### src/hdl/cfg_extract_pkg.sv
package cfg_extract_pkg;

    ////////////////////////////////////////
    // stream and table geometry
    ////////////////////////////////////////
    localparam int DATA_W    = 256;
    localparam int KEEP_W    = DATA_W / 8;      // one enable per byte
    localparam int ORDER_W   = 16;
    localparam int LANES     = DATA_W / ORDER_W; // orders per beat
    localparam int NUM_SEG   = 4;               // payload beats per config packet
    localparam int SEG_IDX_W = $clog2(NUM_SEG);
    localparam int CFG_W     = NUM_SEG * DATA_W;

    localparam logic [SEG_IDX_W-1:0] LAST_SEG = SEG_IDX_W'(NUM_SEG - 1);

    // header beat 2 id field
    localparam int MOD_ID_W   = 4;
    localparam int MOD_ID_LSB = 112;
    localparam logic [MOD_ID_W-1:0] CFG_MODULE_ID = 4'd15;

    ////////////////////////////////////////
    // rx fsm state codes
    ////////////////////////////////////////
    localparam int STATE_W = 3;

    localparam logic [STATE_W-1:0] ST_HDR1     = 3'd0; // waiting for header beat 1
    localparam logic [STATE_W-1:0] ST_HDR2     = 3'd1; // header beat 2 carries the id
    localparam logic [STATE_W-1:0] ST_LOAD     = 3'd2;
    localparam logic [STATE_W-1:0] ST_FWD      = 3'd3;
    localparam logic [STATE_W-1:0] ST_FWD_TAIL = 3'd4; // last foreign beat still in stage 1
    localparam logic [STATE_W-1:0] ST_FLUSH    = 3'd5;

    // one beat, read as a header by the fsm and as payload lanes by the table store
    typedef union packed {
        struct packed {
            logic [DATA_W-MOD_ID_LSB-MOD_ID_W-1:0] rsvd_hi;
            logic [MOD_ID_W-1:0]                   mod_id;
            logic [MOD_ID_LSB-1:0]                 rsvd_lo;
        } hdr;
        logic [LANES-1:0][ORDER_W-1:0] lane;  // lane 0 in the low bits
    } beat_u;

endpackage

### src/hdl/cfg_extract_top.sv
`timescale 1ns/100ps

module cfg_extract_top (
    input  logic                                axis_clk,
    input  logic                                aresetn,

    // incoming control stream
    input  logic [cfg_extract_pkg::DATA_W-1:0]  i_ctrl_tdata,
    input  logic [cfg_extract_pkg::KEEP_W-1:0]  i_ctrl_tkeep,
    input  logic                                i_ctrl_tvalid,
    input  logic                                i_ctrl_tlast,

    // forwarded foreign packets
    output logic [cfg_extract_pkg::DATA_W-1:0]  o_ctrl_tdata,
    output logic [cfg_extract_pkg::KEEP_W-1:0]  o_ctrl_tkeep,
    output logic                                o_ctrl_tvalid,
    output logic                                o_ctrl_tlast,

    // published configuration table
    output logic [cfg_extract_pkg::CFG_W-1:0]   o_cfg_info,
    output logic                                o_cfg_update
);

    logic                                   seg_wr;
    logic [cfg_extract_pkg::SEG_IDX_W-1:0]  seg_sel;
    logic                                   commit;
    logic                                   pass;   // stage 1 beat is foreign

    ////////////////////////////////////////
    // packet classification
    ////////////////////////////////////////
    cfg_rx_fsm u_rx_fsm (
        .axis_clk  (axis_clk),
        .aresetn   (aresetn),
        .i_tdata   (i_ctrl_tdata),
        .i_tvalid  (i_ctrl_tvalid),
        .i_tlast   (i_ctrl_tlast),
        .o_seg_wr  (seg_wr),
        .o_seg_sel (seg_sel),
        .o_commit  (commit),
        .o_pass    (pass)
    );

    ////////////////////////////////////////
    // table loading
    ////////////////////////////////////////
    cfg_table_store u_table_store (
        .axis_clk     (axis_clk),
        .aresetn      (aresetn),
        .i_tdata      (i_ctrl_tdata),
        .i_seg_wr     (seg_wr),
        .i_seg_sel    (seg_sel),
        .i_commit     (commit),
        .o_cfg_info   (o_cfg_info),
        .o_cfg_update (o_cfg_update)
    );

    ////////////////////////////////////////
    // foreign packet bypass
    ////////////////////////////////////////
    ctrl_bypass u_bypass (
        .axis_clk (axis_clk),
        .aresetn  (aresetn),
        .i_tdata  (i_ctrl_tdata),
        .i_tkeep  (i_ctrl_tkeep),
        .i_tvalid (i_ctrl_tvalid),
        .i_tlast  (i_ctrl_tlast),
        .i_pass   (pass),
        .o_tdata  (o_ctrl_tdata),
        .o_tkeep  (o_ctrl_tkeep),
        .o_tvalid (o_ctrl_tvalid),
        .o_tlast  (o_ctrl_tlast)
    );

endmodule

### src/hdl/cfg_rx_fsm.sv
`timescale 1ns/100ps

module cfg_rx_fsm (
    input  logic                                    axis_clk,
    input  logic                                    aresetn,
    input  cfg_extract_pkg::beat_u                  i_tdata,
    input  logic                                    i_tvalid,
    input  logic                                    i_tlast,
    output logic                                    o_seg_wr,
    output logic [cfg_extract_pkg::SEG_IDX_W-1:0]   o_seg_sel,
    output logic                                    o_commit,
    output logic                                    o_pass
);

    logic [cfg_extract_pkg::STATE_W-1:0]    state;
    logic [cfg_extract_pkg::STATE_W-1:0]    state_nxt;
    logic [cfg_extract_pkg::SEG_IDX_W-1:0]  seg_cnt;    // next payload segment
    logic                                   first_beat;
    logic                                   id_match;
    logic                                   last_seg;

    // a new packet may start right in the cycle after a forwarded tail
    assign first_beat = i_tvalid && (state == cfg_extract_pkg::ST_HDR1 ||
                                     state == cfg_extract_pkg::ST_FWD_TAIL);
    assign id_match   = (i_tdata.hdr.mod_id == cfg_extract_pkg::CFG_MODULE_ID);
    assign last_seg   = (seg_cnt == cfg_extract_pkg::LAST_SEG);

    ////////////////////////////////////////
    // next state
    ////////////////////////////////////////
    always_comb begin
        state_nxt = state;
        case (state)
            cfg_extract_pkg::ST_HDR1: begin
                if (first_beat)
                    state_nxt = cfg_extract_pkg::ST_HDR2;
            end
            cfg_extract_pkg::ST_HDR2: begin
                if (i_tvalid) begin
                    if (id_match)   // header only packet has nothing to load
                        state_nxt = i_tlast ? cfg_extract_pkg::ST_HDR1 : cfg_extract_pkg::ST_LOAD;
                    else
                        state_nxt = i_tlast ? cfg_extract_pkg::ST_FWD_TAIL
                                            : cfg_extract_pkg::ST_FWD;
                end
            end
            cfg_extract_pkg::ST_LOAD: begin
                if (i_tvalid) begin
                    if (last_seg)   // too long goes to flush
                        state_nxt = i_tlast ? cfg_extract_pkg::ST_HDR1 : cfg_extract_pkg::ST_FLUSH;
                    else if (i_tlast)
                        state_nxt = cfg_extract_pkg::ST_HDR1;   // short packet, abort
                end
            end
            cfg_extract_pkg::ST_FWD: begin
                if (i_tvalid && i_tlast)
                    state_nxt = cfg_extract_pkg::ST_FWD_TAIL;
            end
            cfg_extract_pkg::ST_FWD_TAIL: begin
                state_nxt = first_beat ? cfg_extract_pkg::ST_HDR2 : cfg_extract_pkg::ST_HDR1;
            end
            cfg_extract_pkg::ST_FLUSH: begin
                if (i_tvalid && i_tlast)
                    state_nxt = cfg_extract_pkg::ST_HDR1;
            end
            default: state_nxt = cfg_extract_pkg::ST_HDR1;
        endcase
    end

    always_ff @(posedge axis_clk) begin
        if (!aresetn) begin
            state   <= cfg_extract_pkg::ST_HDR1;
            seg_cnt <= '0;
        end else begin
            state <= state_nxt;
            if (state != cfg_extract_pkg::ST_LOAD)
                seg_cnt <= '0;
            else if (i_tvalid)
                seg_cnt <= seg_cnt + 1'b1;  // wraps as the fsm leaves load
        end
    end

    ////////////////////////////////////////
    // strobes to table store and bypass
    ////////////////////////////////////////
    assign o_seg_wr  = (state == cfg_extract_pkg::ST_LOAD) && i_tvalid;
    assign o_seg_sel = seg_cnt;
    assign o_commit  = o_seg_wr && last_seg && i_tlast;

    // covers beat 1 held in stage 1 up to the last beat held in stage 1
    assign o_pass = (state == cfg_extract_pkg::ST_HDR2 && i_tvalid && !id_match) ||
                    state == cfg_extract_pkg::ST_FWD ||
                    state == cfg_extract_pkg::ST_FWD_TAIL;

    // single beat packets would be taken as a header and break classification
    a_no_single_beat: assert property (@(posedge axis_clk) disable iff (!aresetn)
        first_beat |-> !i_tlast)
        else $error("tlast seen on the first beat of a packet");

endmodule

### src/hdl/cfg_table_store.sv
`timescale 1ns/100ps

module cfg_table_store (
    input  logic                                    axis_clk,
    input  logic                                    aresetn,
    input  cfg_extract_pkg::beat_u                  i_tdata,
    input  logic                                    i_seg_wr,
    input  logic [cfg_extract_pkg::SEG_IDX_W-1:0]   i_seg_sel,
    input  logic                                    i_commit,
    output logic [cfg_extract_pkg::CFG_W-1:0]       o_cfg_info,
    output logic                                    o_cfg_update
);

    logic [cfg_extract_pkg::LANES-1:0][cfg_extract_pkg::ORDER_W-1:0]   swapped;
    logic [cfg_extract_pkg::NUM_SEG-1:0][cfg_extract_pkg::DATA_W-1:0]  shadow;
    logic [cfg_extract_pkg::NUM_SEG-1:0][cfg_extract_pkg::DATA_W-1:0]  table_nxt;

    ////////////////////////////////////////
    // byte pair swap per 16-bit lane
    ////////////////////////////////////////
    always_comb begin
        for (int k = 0; k < cfg_extract_pkg::LANES; k++) begin
            swapped[k] = {i_tdata.lane[k][cfg_extract_pkg::ORDER_W/2-1:0],
                          i_tdata.lane[k][cfg_extract_pkg::ORDER_W-1:cfg_extract_pkg::ORDER_W/2]};
        end
    end

    // shadow segments, only published on commit
    always_ff @(posedge axis_clk) begin
        if (i_seg_wr)
            shadow[i_seg_sel] <= swapped;
    end

    // last segment is taken straight from the bus in the commit cycle
    always_comb begin
        table_nxt = shadow;
        if (i_seg_wr)
            table_nxt[i_seg_sel] = swapped;
    end

    ////////////////////////////////////////
    // published table
    ////////////////////////////////////////
    always_ff @(posedge axis_clk) begin
        if (!aresetn) begin
            o_cfg_info   <= '0;
            o_cfg_update <= 1'b0;
        end else begin
            o_cfg_update <= i_commit;   // one cycle after the final beat
            if (i_commit)
                o_cfg_info <= table_nxt;
        end
    end

    // the bypass of the shadow only fills the last segment when commit comes with its write
    a_commit_last_seg: assert property (@(posedge axis_clk) disable iff (!aresetn)
        i_commit |-> (i_seg_wr && i_seg_sel == cfg_extract_pkg::LAST_SEG))
        else $error("commit without a write of the last segment");

    // a config packet needs a header plus NUM_SEG beats, so updates cannot be adjacent
    a_update_pulse: assert property (@(posedge axis_clk) disable iff (!aresetn)
        o_cfg_update |=> !o_cfg_update)
        else $error("cfg update held for two cycles");

endmodule

### src/hdl/ctrl_bypass.sv
`timescale 1ns/100ps

module ctrl_bypass (
    input  logic                                axis_clk,
    input  logic                                aresetn,
    input  logic [cfg_extract_pkg::DATA_W-1:0]  i_tdata,
    input  logic [cfg_extract_pkg::KEEP_W-1:0]  i_tkeep,
    input  logic                                i_tvalid,
    input  logic                                i_tlast,
    input  logic                                i_pass,
    output logic [cfg_extract_pkg::DATA_W-1:0]  o_tdata,
    output logic [cfg_extract_pkg::KEEP_W-1:0]  o_tkeep,
    output logic                                o_tvalid,
    output logic                                o_tlast
);

    logic [cfg_extract_pkg::DATA_W-1:0] s1_data;
    logic [cfg_extract_pkg::KEEP_W-1:0] s1_keep;
    logic                               s1_valid;
    logic                               s1_last;

    ////////////////////////////////////////
    // stage 1, holds beat 1 until the id is seen
    ////////////////////////////////////////
    always_ff @(posedge axis_clk) begin
        if (!aresetn) begin
            s1_valid <= 1'b0;
            s1_last  <= 1'b0;
        end else begin
            s1_valid <= i_tvalid;   // gaps pass through as bubbles
            s1_last  <= i_tlast;
        end
    end

    always_ff @(posedge axis_clk) begin
        s1_data <= i_tdata;
        s1_keep <= i_tkeep;
    end

    ////////////////////////////////////////
    // stage 2, drops config beats
    ////////////////////////////////////////
    always_ff @(posedge axis_clk) begin
        if (!aresetn) begin
            o_tvalid <= 1'b0;
            o_tlast  <= 1'b0;
        end else begin
            o_tvalid <= i_pass && s1_valid;
            o_tlast  <= i_pass && s1_last;
        end
    end

    always_ff @(posedge axis_clk) begin
        o_tdata <= i_pass ? s1_data : '0;   // cleared so config payload never leaks
        o_tkeep <= i_pass ? s1_keep : '0;
    end

    // pass first rises while beat 1 of the foreign packet sits in stage 1
    a_pass_on_beat1: assert property (@(posedge axis_clk) disable iff (!aresetn)
        $rose(i_pass) |-> s1_valid)
        else $error("pass raised with no beat held in stage 1");

endmodule

### config.mk
export PLATFORM = sky130hd
export DESIGN_NAME = cfg_extract_top
export DESIGN_NICKNAME = d
export VERILOG_FILES = /design/src/hdl/cfg_extract_pkg.sv /design/src/hdl/cfg_extract_top.sv /design/src/hdl/cfg_rx_fsm.sv /design/src/hdl/cfg_table_store.sv /design/src/hdl/ctrl_bypass.sv
export SDC_FILE = /design/constraint.sdc
export NUM_CORES = 2
export LEC_CHECK = 0
export ABC_AREA = 1
export BUFFER_PORTS_ARGS = -buffer_cell sky130_fd_sc_hd__buf_2
export CORE_AREA = 10 10 613 615
export CTS_CLUSTER_SIZE = 16
export DETAILED_ROUTE_END_ITERATION = 8
export DIE_AREA = 0 0 623 625
export GPL_ROUTABILITY_DRIVEN = 0
export SLEW_MARGIN = 10
export SYNTH_ARGS = -nofsm -noshare
export SYNTH_HDL_FRONTEND = slang
export SYNTH_SLANG_ARGS = --single-unit
### constraint.sdc
create_clock -name axis_clk -period 2.7 [get_ports axis_clk]
set_input_delay 0.54 -clock axis_clk [delete_from_list [all_inputs] [get_ports axis_clk]]
set_output_delay 0.54 -clock axis_clk [all_outputs]
set_load 0.02 [all_outputs]
Yosys cells after proc, flatten, opt, wreduce, memory -nomap -nowiden
Index checks and enable logic that the tools add are counted.
- input bits: 292
- output and inout bits: 1315
- register bits after elaboration: 2634
- mux-type cells: 17
- reduce and logical (&&, ||, !) cells: 17
- eq/ne operators: 14
- magnitude comparators: 2
- bitwise gates (word level): 1
- add/sub/neg operators: 1
- operators with widths (kind ; count):
    $bwmux W1024 ; 1
    $mux W1024 ; 1
    $demux W256 S2 ; 1
    $mux W256 ; 1
    $mux W3 ; 10
    $pmux W3 S6 ; 1
    $logic_and A1 B1 Y1 ; 10
    $eq A3 B2 Y1 const B ; 2
    $eq A3 B3 Y1 const B ; 2
    $ne A2 B1 Y1 const B ; 3
    $ne A3 B2 Y1 const B ; 2
    $reduce_and A6 Y1 ; 1
    $eq A4 B4 Y1 const B ; 1
    $ne A2 B2 Y1 const B ; 2
    $eq A3 B1 Y1 const B ; 1
    $logic_not A3 Y1 ; 1
    $logic_or A1 B1 Y1 ; 3
    $lt A2 B3 Y1 const B ; 1
    $add A2 B1 Y2 const B ; 1
    $eq A2 B2 Y1 const B ; 1
    $ge A2 B1 Y1 const B ; 1
    $mux W2 ; 1
    $reduce_or A2 Y1 ; 1
    $logic_not A1 Y1 ; 1
    other kinds (2) ; 2

Depth between registers and ports, before layout
- depth in word-level cells: 6
- depth in mapped cells: 11
- mapped depth without buffers: 8

Cells and area by module
From an unflattened synthesis, not the netlist that was laid out.
- cells, all modules: 12303
- area total of the unflattened synthesis: 93713.6 um^2
- by module, submodules not included (module ; times used ; cells an instance ; sequential area each (um^2) ; area an instance (um^2)):
    cfg_table_store ; 1 ; 11043 ; 41019.3 ; 79218.5
    ctrl_bypass ; 1 ; 1197 ; 11611.1 ; 14112.3
    cfg_rx_fsm ; 1 ; 63 ; 100.1 ; 382.9

Worst setup path before layout
No wires, ideal clock.
- kind: reg-to-reg
- start: register u_rx_fsm.seg_cnt, in the netlist u_rx_fsm.o_seg_sel[0]
- end: register u_table_store.o_cfg_info[10] in the netlist's numbering
- cell stages (with the launch flop): 10
- required time: 2.636 ns
- library setup time: 0.064 ns
- path slack: 1.072 ns
- data arrival time: 1.563 ns
- path through: dfxtp_1 > inv_1 > ha_1 > clkbuf_1 > clkbuf_1 > clkbuf_1 > nand3_1 > nand2_1 > nor2_1 > nor2_1
- RTL lines (element ; line ; RTL):
    start, declared ; cfg_rx_fsm.sv:17 ; logic [cfg_extract_pkg::SEG_IDX_W-1:0] seg_cnt;
    start signal, assigned ; cfg_rx_fsm.sv:79 ; seg_cnt <= seg_cnt + 1'b1;
    end signal, assigned ; cfg_table_store.sv:51 ; o_cfg_info <= table_nxt;
    end, declared ; cfg_table_store.sv:10 ; output logic [cfg_extract_pkg::CFG_W-1:0] o_cfg_info,

==> insert_results.sql <==
INSERT INTO impl_metrics (metric_group, metric, value, unit) VALUES
('status', 'status', 'finished, final reports clean', ''),
('detailed_routing', 'drt-total-wl', '343000', 'um'),
('synthesis', 'synth_seq_area_share', '63.1', '%'),
('detailed_routing', 'wire_per_inst', '21.7', 'um'),
('detailed_routing', 'routed-via-count', '67600', ''),
('clock_tree', 'post_cts_clock_slew_at_the_launch_and_capture_registers_of_the_worst_setup_and_hold_paths', '0.06', 'ns'),
('setup_path', 'crit_path_max_fanout', '121', ''),
('placement', 'buffer_ports.inserted', '1606', ''),
('grt', 'pin_count_of_the_biggest_net_entering_global_routing', '170', ''),
('clock_tree', 'ctsRootBufferMaster', 'sky130_fd_sc_hd__clkbuf_16', ''),
('sta', 'timing_hold_violations_final', '0', ''),
('sta', 'finalHoldWorstSlack', '0.0706', 'ns'),
('setup_path', 'kind_of_capture_point_of_the_worst_setup_path', 'flop', ''),
('sta', 'transition_time_of_the_tightest_slew_check_pin', '1.16', 'ns'),
('setup_path', 'kind_of_start_point_of_the_critical_path', 'flop', ''),
('floorplanning', 'die_outline_height', '625', 'um'),
('sta', 'final_cycle_utilization_of_the_critical_path', '96.8', '%'),
('sta', 'worst_clock_skew', '0.0709', 'ns'),
('clock_tree', 'clkLatencyLatePin', '0.88', 'ns'),
('setup_path', 'slowest_delay', '0.36', 'ns'),
('power_and_ir_drop', 'vdd_drop_max', '0.675', 'mV'),
('synthesis', 'post_synthesis_net_count', '9332', ''),
('grt', 'wire_length_of_the_first_global_routing_pass', '478000', 'um'),
('sta', 'finalCriticalPeriod', '2.61', 'ns'),
('setup_path', 'crit_path_cell_trace', 'nor2_2 > nand2_2 > nor2_4 > buf_4 > buf_12 > nand2_4 > buf_12 > nand2_1 > nand2_1 > nor2_1 > nor2_1', ''),
('grt', 'grt_pass1_vias', '64000', ''),
('synthesis', 'synth_cells', '9036', ''),
('power_and_ir_drop', 'power.sequential.fraction', '46.9', '%'),
('power_and_ir_drop', 'combinational_fraction_of_design_power', '7.9', '%'),
('power_and_ir_drop', 'clock_network_power_share', '45.2', '%'),
('placement', 'place_hpwl', '246000', 'um'),
('clock_tree', 'cts.path.max_buffers', '4', ''),
('sta', 'slew_violations', '0', ''),
('clock_tree', 'tritoncts', 'built', ''),
('grt', 'globalRoute.totalOverflow', '0', ''),
('clock_tree', 'cts-buffers-inserted', '266', ''),
('synthesis', 'synth.area.top_cells', 'sky130_fd_sc_hd__dfxtp_1 63%, sky130_fd_sc_hd__nor2_1 12%, sky130_fd_sc_hd__nand2_1 7.8%, sky130_fd_sc_hd__o21ai_0 6.1%, sky130_fd_sc_hd__nand3_1 5.2%', ''),
('floorplanning', 'std_cell_rows', '222', ''),
('synthesis', 'synthXorXnorAreaFrac', '0', '%'),
('cells_and_area', 'number_of_nets_in_the_layout', '11100', ''),
('clock_tree', 'cts_sinks', '2378', ''),
('clock_tree', 'clock_tree.htree_level_count', '5', ''),
('floorplanning', 'floorplan.core_area', '0.364', 'sq mm'),
('placement', 'placed_cells_incl_taps', '15000', ''),
('setup_path', 'criticalPathCategory', 'flop to flop', ''),
('sta', 'final.setup.tns', '0', 'ns'),
('synthesis', 'synthAdderAreaFrac', '0.0663', '%'),
('cells_and_area', 'final_cells', '15800', ''),
('power_and_ir_drop', 'power_switching', '21.0', 'mW'),
('cells_and_area', 'drive_gt1_share', '20.5', '%'),
('cells_and_area', 'layout.cells.most_common_list', '2378 x sky130_fd_sc_hd__dfxtp_1, 2341 x sky130_fd_sc_hd__nor2_1, 1605 x sky130_fd_sc_hd__buf_2', ''),
('detailed_routing', 'viasPerCell', '4.28', ''),
('sta', 'final_critical_path_setup_slack', '0.0853', 'ns'),
('grt', 'track_usage', '16.5', '%'),
('synthesis', 'avgSynthCellArea', '8.35', 'sq um'),
('detailed_routing', 'drc', '0', ''),
('synthesis', 'largest_family_of_logic_cells_by_synthesized_area', 'simple AND/OR/NAND/NOR gates', ''),
('power_and_ir_drop', 'p_int', '61.3', 'mW'),
('sta', 'slew_headroom', '22.9', '%'),
('setup_path', 'cp.arrival', '3.31', 'ns'),
('setup_path', 'critical_path.slowest_cell', 'sky130_fd_sc_hd__dfxtp_1', ''),
('synthesis', 'cell_type_with_the_largest_total_area_after_synthesis', 'sky130_fd_sc_hd__dfxtp_1', ''),
('sta', 'fmax', '382', 'MHz'),
('clock_tree', 'post_cts_buffers', '0', ''),
('synthesis', 'netlist.area_leader.share', '63.1', '%'),
('placement', 'pre_cts_ws', '0.154', 'ns'),
('cells_and_area', 'growth_of_design_area_from_synthesis_to_finish', '33.9', '%'),
('grt', 'grt_antenna_before_repair', '66', ''),
('min_path', 'hp-class', 'primary input to flop', ''),
('setup_path', 'timing.critical_path.required', '3.39', 'ns'),
('sta', 'final-setup-viol-count', '0', '');
layout make-up:
class / instances / area (sq um)
fillers: 39100 / 263000
clock inverters: 94 / 1260
multi-input cells: 5724 / 23900
flip-flops and latches: 2378 / 47600
clock buffers: 372 / 7690
inverters: 302 / 1140
diodes: 29 / 72.6
well taps: 4816 / 6030
repair buffers: 2088 / 13400
sequential cells by signal, summed over array words and instances, names as in the netlist, 2 cells and up:
name                      cells
u_rx_fsm.o_seg_sel            2
u_bypass.o_tkeep             32
u_bypass.s1_data            256
u_rx_fsm.state                3
u_bypass.s1_keep             32
u_table_store.shadow        768
u_bypass.o_tdata            256
u_table_store.o_cfg_info   1024
synth_stat cells:
cell type,n
sky130_fd_sc_hd__o21ai_0,925
sky130_fd_sc_hd__nand3_4,1
sky130_fd_sc_hd__inv_1,300
sky130_fd_sc_hd__nand3_1,777
sky130_fd_sc_hd__buf_1,22
sky130_fd_sc_hd__buf_2,171
sky130_fd_sc_hd__a31oi_1,1
sky130_fd_sc_hd__clkbuf_1,356
sky130_fd_sc_hd__nor3b_1,2
sky130_fd_sc_hd__o21ai_1,100
sky130_fd_sc_hd__nor2_1,2341
sky130_fd_sc_hd__nor2_4,1
sky130_fd_sc_hd__nand2_1,1563
sky130_fd_sc_hd__nor2_2,1
sky130_fd_sc_hd__nand2_2,1
sky130_fd_sc_hd__inv_2,2
sky130_fd_sc_hd__a21oi_1,5
sky130_fd_sc_hd__ha_1,4
sky130_fd_sc_hd__dfxtp_1,2378
sky130_fd_sc_hd__buf_4,80
sky130_fd_sc_hd__buf_6,3
sky130_fd_sc_hd__nand4_1,2
routing by layer:
| metal | up-vias | wire [um] | GRT usage (%) |
|---|---|---|---|
| met3 | 651 | 30200 | 4.60 |
| met4 | 8 | 15400 | 6.48 |
| met2 | 2948 | 155000 | 26.6 |
| met1 | 32000 | 142000 | 20.7 |
| met5 | - | 57 | 0 |
| li1 | 31900 | - | - |
logic make-up after synthesis:
kind of cell             count (synthesis)
buffers and inverters                  934
adder cells (fa/ha/maj)                  4
flip-flops                            2378
AO/OA/AOI/OAI                         1031
AND/OR/NAND/NOR                       4689
worst max-delay path: cells and delay by family (launching register included):
kind,cells,cell delay (ns)
simple gates,8,1.03
buf+inv,3,0.62
flops,1,0.36
per-stage QoR:
step	utilization, %	area, sq um	total power [mW]
2_1_floorplan	-	75500	42.6
3_3_place_gp	24.5	89300	45.3
3_5_place_dp	24.5	89300	45.5
4_1_cts	27.8	101000	83.2
5_1_grt	27.8	101000	85.5
6_report	27.8	101000	82.3
worst paths after layout:
check / slack (ns) / cells past startpoint / from / endpoint
worst max register to register: 0.09 / 11 / u_rx_fsm.state[2]$_SDFFE_PN0P_ / u_table_store.o_cfg_info[676]$_SDFFE_PN0P_
worst min-delay path: 0.07 / 1 / i_ctrl_tdata[243] / u_bypass.s1_data[243]$_DFF_P_
worst max-delay path: 0.09 / 11 / u_rx_fsm.state[2]$_SDFFE_PN0P_ / u_table_store.o_cfg_info[676]$_SDFFE_PN0P_
worst min register to register: 0.34 / 2 / u_bypass.s1_data[129]$_DFF_P_ / u_bypass.o_tdata[129]$_SDFF_PP0_
repair_timing:
| action | 4_1_cts | 5_1_grt |
|---|---|---|
| hold buffers | 275 | 0 |
| hold endpoints to repair | 512 | 0 |
| resized for setup | 0 | 0 |
power by group through the flow:
stage                     Combinational (mW)  Clock [mW]  Sequential [mW]
after global placement                  6.06           0             39.3
after global routing                    7.17        39.5             38.8
after CTS                               6.52        38.1             38.6
after floorplan                         3.01           0             39.6
final                                   6.51        37.2             38.6
after detailed placement                6.16           0             39.3
Power figures use the tool's default switching activity.
